--- src/logic/dcache_pkg.sv ---
// Data cache shared definitions

package dcache_pkg;

	// ========================================
	// Geometry
	// ========================================

	// Byte address width seen by the load/store unit
	localparam int ADDR_W   = 32;
	// One cache line carries eight bytes
	localparam int LINE_W   = 64;
	localparam int OFFSET_W = 3;
	// Each bank is four-way set associative
	localparam int WAYS     = 4;
	localparam int SETS     = 32;
	localparam int SET_W    = 5;
	// Bits 8:3 give the line number inside a 64-line window and bit 3 picks the bank
	localparam int TAG_LSB  = 9;

	// ========================================
	// Vector types
	// ========================================

	typedef logic [ADDR_W-1:0]         addr_t;
	typedef logic [LINE_W-1:0]         line_t;
	// Tag is everything above the window, bits 31:9
	typedef logic [ADDR_W-TAG_LSB-1:0] tag_t;
	typedef logic [SET_W-1:0]          set_t;
	typedef logic [1:0]                way_t;
	// One bit per way, used for valid bits, hit masks and fill selects
	typedef logic [WAYS-1:0]           way_mask_t;
	// Statistics counters saturate at all ones
	typedef logic [15:0]               count_t;

	// ========================================
	// Register map
	// ========================================

	// Addresses of the control and statistics registers
	typedef enum logic [1:0] {
		REG_ENABLE = 2'd0,
		REG_HITS   = 2'd1,
		REG_MISSES = 2'd2
	} reg_sel_e;

endpackage

--- src/logic/dcache_ctrl_regs.sv ---
// Cache control and statistics registers
`timescale 1ns/10ps

module dcache_ctrl_regs (
	input  logic                 clk,
	input  logic                 rst,
	input  logic                 cfg_wr_i,
	input  dcache_pkg::reg_sel_e cfg_adr_i,
	input  dcache_pkg::count_t   cfg_wdata_i,
	input  logic                 result_v_i,
	input  logic                 hit_i,
	output dcache_pkg::count_t   cfg_rdata_o,
	output logic                 enable_o
);
	import dcache_pkg::*;

	logic       enable_q;
	// Entry 0 counts hits, entry 1 counts misses
	count_t     cnt_q [2];
	logic [1:0] cnt_inc;
	logic [1:0] cnt_clr;

	// ========================================
	// Enable bit
	// ========================================

	// Cache starts disabled and software turns it on through bit 0
	always_ff @(posedge clk or posedge rst) begin
		if (rst) begin
			enable_q <= 1'b0;
		end else if (cfg_wr_i && cfg_adr_i == REG_ENABLE) begin
			enable_q <= cfg_wdata_i[0];
		end
	end

	assign enable_o = enable_q;

	// ========================================
	// Statistics
	// ========================================

	// Every finished lookup bumps exactly one of the two counters
	assign cnt_inc[0] = result_v_i & hit_i;
	assign cnt_inc[1] = result_v_i & ~hit_i;
	// Any write to a counter clears it, the data is ignored
	assign cnt_clr[0] = cfg_wr_i && cfg_adr_i == REG_HITS;
	assign cnt_clr[1] = cfg_wr_i && cfg_adr_i == REG_MISSES;

	always_ff @(posedge clk or posedge rst) begin
		if (rst) begin
			cnt_q[0] <= '0;
			cnt_q[1] <= '0;
		end else begin
			for (int i = 0; i < 2; i++) begin
				if (cnt_clr[i]) begin
					cnt_q[i] <= '0;
				end else if (cnt_inc[i] && cnt_q[i] != '1) begin
					cnt_q[i] <= cnt_q[i] + count_t'(1);
				end
			end
		end
	end

	// Read mux follows the address with no register in between
	always_comb begin
		case (cfg_adr_i)
			REG_ENABLE: cfg_rdata_o = count_t'(enable_q);
			REG_HITS:   cfg_rdata_o = cnt_q[0];
			REG_MISSES: cfg_rdata_o = cnt_q[1];
			default:    cfg_rdata_o = '0;
		endcase
	end

	// Without a register write, a lookup result is either a hit or a miss, never both
	assert property (@(posedge clk) disable iff (rst)
		!cfg_wr_i |=> !($changed(cnt_q[0]) && $changed(cnt_q[1])));

endmodule

--- config.mk ---
export PLATFORM = sky130hd
export DESIGN_NAME = dcache_ctrl_regs
export DESIGN_NICKNAME = d
export VERILOG_FILES = /design/src/logic/dcache_pkg.sv /design/src/logic/dcache_ctrl_regs.sv
export SDC_FILE = /design/constraint.sdc
export NUM_CORES = 1
export LEC_CHECK = 0
export BUFFER_PORTS_ARGS = -buffer_cell sky130_fd_sc_hd__buf_4
export CAP_MARGIN = 5
export CORE_MARGIN = 2
export CORE_UTILIZATION = 45
export DETAILED_ROUTE_END_ITERATION = 12
export GPL_ROUTABILITY_DRIVEN = 0
export PLACE_DENSITY = 0.67
export SLEW_MARGIN = 15
export SYNTH_ARGS = -nofsm -noshare
export SYNTH_HDL_FRONTEND = slang
export SYNTH_SLANG_ARGS = --single-unit
--- constraint.sdc ---
create_clock -name clk -period 1.9 [get_ports clk]
set_input_delay 0.095 -clock clk [delete_from_list [all_inputs] [get_ports clk]]
set_output_delay 0.095 -clock clk [all_outputs]
set_load 0.02 [all_outputs]
Word-level counts from Yosys, hierarchy flattened

Cells that the tools add are included.

Add/subtract/negate cells: 2
Multipliers: 0
Div/mod/pow operators: 0
$lt $le $gt $ge: 0
Equality and inequality tests: 4
Shift operators: 0
Mux-type cells: 5
Bitwise operators: 3
Reduce and logical (&&, ||, !) cells: 8

Operators by type and width:

| operator              | count |
|---|---|
| $mux 16               | 4 |
| $pmux 16 s3           | 1 |
| $add 16x1->16 const B | 2 |
| $ne 16x16->1 const B  | 2 |
| $logic_and 1x1->1     | 5 |
| $reduce_bool 2->1     | 2 |
| $and 1x1->1           | 2 |
| $eq 2x1->1 const B    | 1 |
| $eq 2x2->1 const B    | 1 |
| $logic_not 2->1       | 1 |
| $not 1->1             | 1 |

Flip-flop bits (word level): 33
Latch bits: 0
RAM bits: 0
ROM bits: 0
Bits of input ports: 23
Output and inout bits: 17
Logic and storage cells: 25
Memories: 0

Depth between registers and ports, before layout

Depth after elaboration: 5
Mapped depth: 6
Depth with buffers taken out: 5

Least setup slack after synthesis

OpenSTA, ideal clock, no wires.

Path kind: flip-flop to flip-flop
Start point: register cnt_q[16] (netlist bit)
End point: register cnt_q[30] (netlist bit)
Setup time: 120 ps
Arrival: 1510 ps
Data required time: 1780 ps
Path slack: 270 ps
Cell stages (with the launch flop): 6
Buffers on the path: 0
Period minus slack after synthesis: 1630 ps
Cell sequence: dfrtp_1 -> ha_1 -> and3_1 -> nand4_2 -> or4_1 -> and3_1

Word-level cells in the longest chain between the ends: 3
Elaborated cells on any way between the ends: 6
Classes of those cells: add/sub (1); eq/ne (1); mux (2); reduce/logical (2)

RTL lines:

| item                                                 | line                                           | text |
|---|---|---|
| start: declaration                                   | dcache_ctrl_regs.sv:19                         | `count_t cnt_q [2];` |
| start signal: indexed assignment                     | dcache_ctrl_regs.sv:58                         | `cnt_q[i] <= cnt_q[i] + count_t'(1);` |
| $add 16x1->16 / $ne 16x16->1 (equally long branches) | dcache_ctrl_regs.sv:58, dcache_ctrl_regs.sv:57 |  |
| $mux 16 / $logic_and 1x1->1 (equally long branches)  | dcache_ctrl_regs.sv:57                         | `end else if (cnt_inc[i] && cnt_q[i] != '1) begin` |
| $mux 16 / $reduce_bool 2->1 (equally long branches)  | -                                              |  |

Several ways; a longest one is shown, not always the timed one. The select of a mux whose other input is x is not followed.
A chain may end at the register's enable or synchronous reset.

Worst setup path after layout

Start point: register cnt_q[0] (netlist bit)
End point: register cnt_q[8] (netlist bit)

The elaborated chain is that of the path after synthesis.

==> impl_results.md <==
- Skew final: 0.00542 ns
- Clock tree buffer depth: 2
- Fillers: 400
- CTS H-tree depth: 2
- DRC Markers: 0
- Die ar.: 5210 µm²
- Overall Power: 0.00170 W
- CP max-delay cell: or4_1
- Slack of the critical path: 0.139 ns
- Nets: 291
- CTS buffer count: 5
- Switching fraction of total power: 0.285
- Top cell type by total area after synthesis: dfrtp_1
- Tightest Pin Transition: 0.539 ns
- Ant. Diodes: 0
- Hold Path Class: input port to register
- CP max stage delay: 0.40 ns
- Die width: 72.2 µm
- Clock power share: 0.353
- Gr usage total: 0.227
- Post-place instance area: 2410 µm²
- Area Growth Syn to Fin: 20.5%
- Setup bufs post-CTS: 0
- Startpoint Class: register
- Sequential fraction of the synthesis area: 0.395
- Max Slew Vio Count: 0
- Initial antenna violation count: 0
- Synth unique cells: 41
- First-pass GRT wire length: 9110 µm
- Storage cell area: 826 µm²
- Design area: 2520 µm²
- Setup violators final: 0
- Logic pwr share: 0.178
- Vias in the first global route: 1,904
- CP required: 2.12 ns
- Sequential share of power: 0.469
- Avg WL per Cell: 16.6 µm
- #FFs+latches synth: 33
- Crit share post-route: 0.927
- Final setup TNS: 0 ns
- Fmax: 0.568 GHz
- Worst skew pair latency: 0.29 ns
- CTS tree: yes
- Worst setup EP type: register
- Crit path time final: 1.76 ns
- Clk sinks: 33
- Internal power: 0.00121 W
- Layout cells sized above 1: 0.210
- Critical setup path kind: register to register
- Crit path max fanout: 9
- Sw Pwr: 0.000485 W
- YS warnings: 0
- Fin. Hold Viols: 0
- Status: finished clean
- Leakage: 1.07 nW
- Top cells by area, synth: dfrtp_1, a22o_1, a21oi_1
- Post-route ant nets: 0
- # port buffers: 24
- Most common cell after layout, fill and taps aside: buf_4
- DP Worst Slack: 0.156 ns
- Max_cap viols: 0
- FP Rows: 24
- Data arrival time of the worst path: 1.98 ns
- RSZ-0062 raised after global routing: false
- Initial DRC Count: 156
- Initial Utilization: 0.474
- Io pins: 40
- Slew headroom: 0.638
- Post-synth top area share: 0.395
- Syn nets: 254
- Core Box Area: 4410 µm²
- Most frequent cells in the layout: buf_4, dfrtp_1, nand2_1
- Crit-path cells: ha_1 -> nand3_1 -> o41ai_4 -> buf_4 -> or4_1 -> a21oi_1
- Post-DR vias/cell: 6.19
- Power per Cell Area: 674 nW/µm²
- Area of the multi-input gates: 1190 µm²
- Mapped Area: 2090 µm²
- Routed WL: 5300 µm
- Synth Instances: 229
- Clock-pin slew on the worst setup and hold paths: 0.07 ns
- Largest net degree at the start of global routing: 34
- DP HPWL: 3890 µm
- VDD IR max: 432 µV
- Clock root buffer: clkbuf_8
- Die Ht: 72.2 µm
- First drt pass iteration count: 5
- DR vias: 1,976
- Synth Area per Inst: 9.14 µm²
- PostCTS Resize Cnt: 0
- GRT Residual Overflow: 0
==> power by group through the flow <==
stage          combinational [W]  clock [W]  sequential [W]
6_report                0.000302   0.000600        0.000797
5_1_grt                 0.000339   0.000649        0.000808
4_1_cts                 0.000304   0.000615        0.000796
3_5_place_dp            0.000300          0        0.000810
3_3_place_gp            0.000295          0        0.000808
2_1_floorplan           0.000165          0        0.000812
==> per-layer routing <==
metal	vias up	track usage	wire length, µm	part of all wire
met2	39	0.366	2580	0.49
met1	952	0.303	2520	0.48
met3	2	0.0514	169	0.032
met4	0	0.0734	29	0.0055
met5	-	0	0	0
li1	983	-	-	-
==> area by class of cell <==
cell class,instances,area share
clock buffer,7,0.0382
clock inverter,1,0.00199
inverter,8,0.0119
multi-input combinational,177,0.471
sequential,33,0.328
tap,52,0.0258
timing repair buffer,41,0.123
==> worst max-delay path, delay by kind of cell, from the launching register on <==
family	cells	cell delay, ns
buf+inv	1	0.17
flops	1	0.39
compound gates	2	0.27
fa+ha+maj	1	0.24
simple gates	2	0.62
==> logic make-up (layout without fill, tap and decap cells) <==
group,after synthesis,count (layout),share of synthesized area
compound gates,72,72,0.246
xor+xnor,1,1,0.00419
flops,33,33,0.395
fa+ha+maj,2,2,0.0120
buf+inv,19,57,0.0377
simple gates,98,98,0.285
mux,4,4,0.0197
==> what timing repair did <==
item                                    4_1_cts  5_1_grt
hold endpoints to repair                     33        0
hold buffers                                  1        0
endpoints found under the setup margin        0        0
==> metrics by stage <==
stage           util  hold WS (ns)  cells
6_report       0.571        0.0412    319
5_1_grt        0.571        0.0274    319
4_1_cts        0.571        0.0303    319
3_5_place_dp   0.546         0.235    310
3_3_place_gp   0.546         0.223    310
2_1_floorplan      -         0.224    229
==> Yosys cell counts, drive strengths merged <==
| master | instances |
|---|---|
| a211o | 1 |
| a211oi | 1 |
| a21oi | 18 |
| a22o | 15 |
| and2 | 3 |
| and2b | 1 |
| and3 | 4 |
| and4 | 6 |
| buf | 5 |
| clkbuf | 6 |
| dfrtp | 33 |
| ha | 2 |
| inv | 8 |
| mux2 | 1 |
| mux2i | 3 |
| nand2 | 21 |
| nand3 | 13 |
| nand4 | 9 |
| nand4b | 1 |
| nor2 | 4 |
| nor2b | 2 |
| nor3 | 6 |
| nor3b | 1 |
| nor4 | 7 |
| o211ai | 3 |
| o21a | 2 |
| o21ai | 12 |
| o311ai | 3 |
| o31a | 1 |
| o31ai | 11 |
| o41ai | 5 |
| or2 | 2 |
| or3 | 10 |
| or4 | 8 |
| xor2 | 1 |
==> sequential cells by signal, indices dropped and copies added, names as in the netlist <==
signal    flops
cnt_q        32
enable_o      1
==> worst paths after layout <==
| kind | to | slack, ns | startpoint | depth (start not counted) |
|---|---|---|---|---|
| min in group asynchronous | cnt_q[12] | 0.46 | rst | 4 |
| min | enable_o | 0.04 | cfg_wdata_i[0] | 2 |
| max reg2reg | cnt_q[8] | 0.14 | cnt_q[0] | 6 |
| min reg2reg | cnt_q[24] | 0.54 | cnt_q[24] | 1 |
| max | cnt_q[8] | 0.14 | cnt_q[0] | 6 |
| max in group asynchronous | enable_o | 1.13 | rst | 4 |
Note: power is estimated with default switching activity, not from simulation.
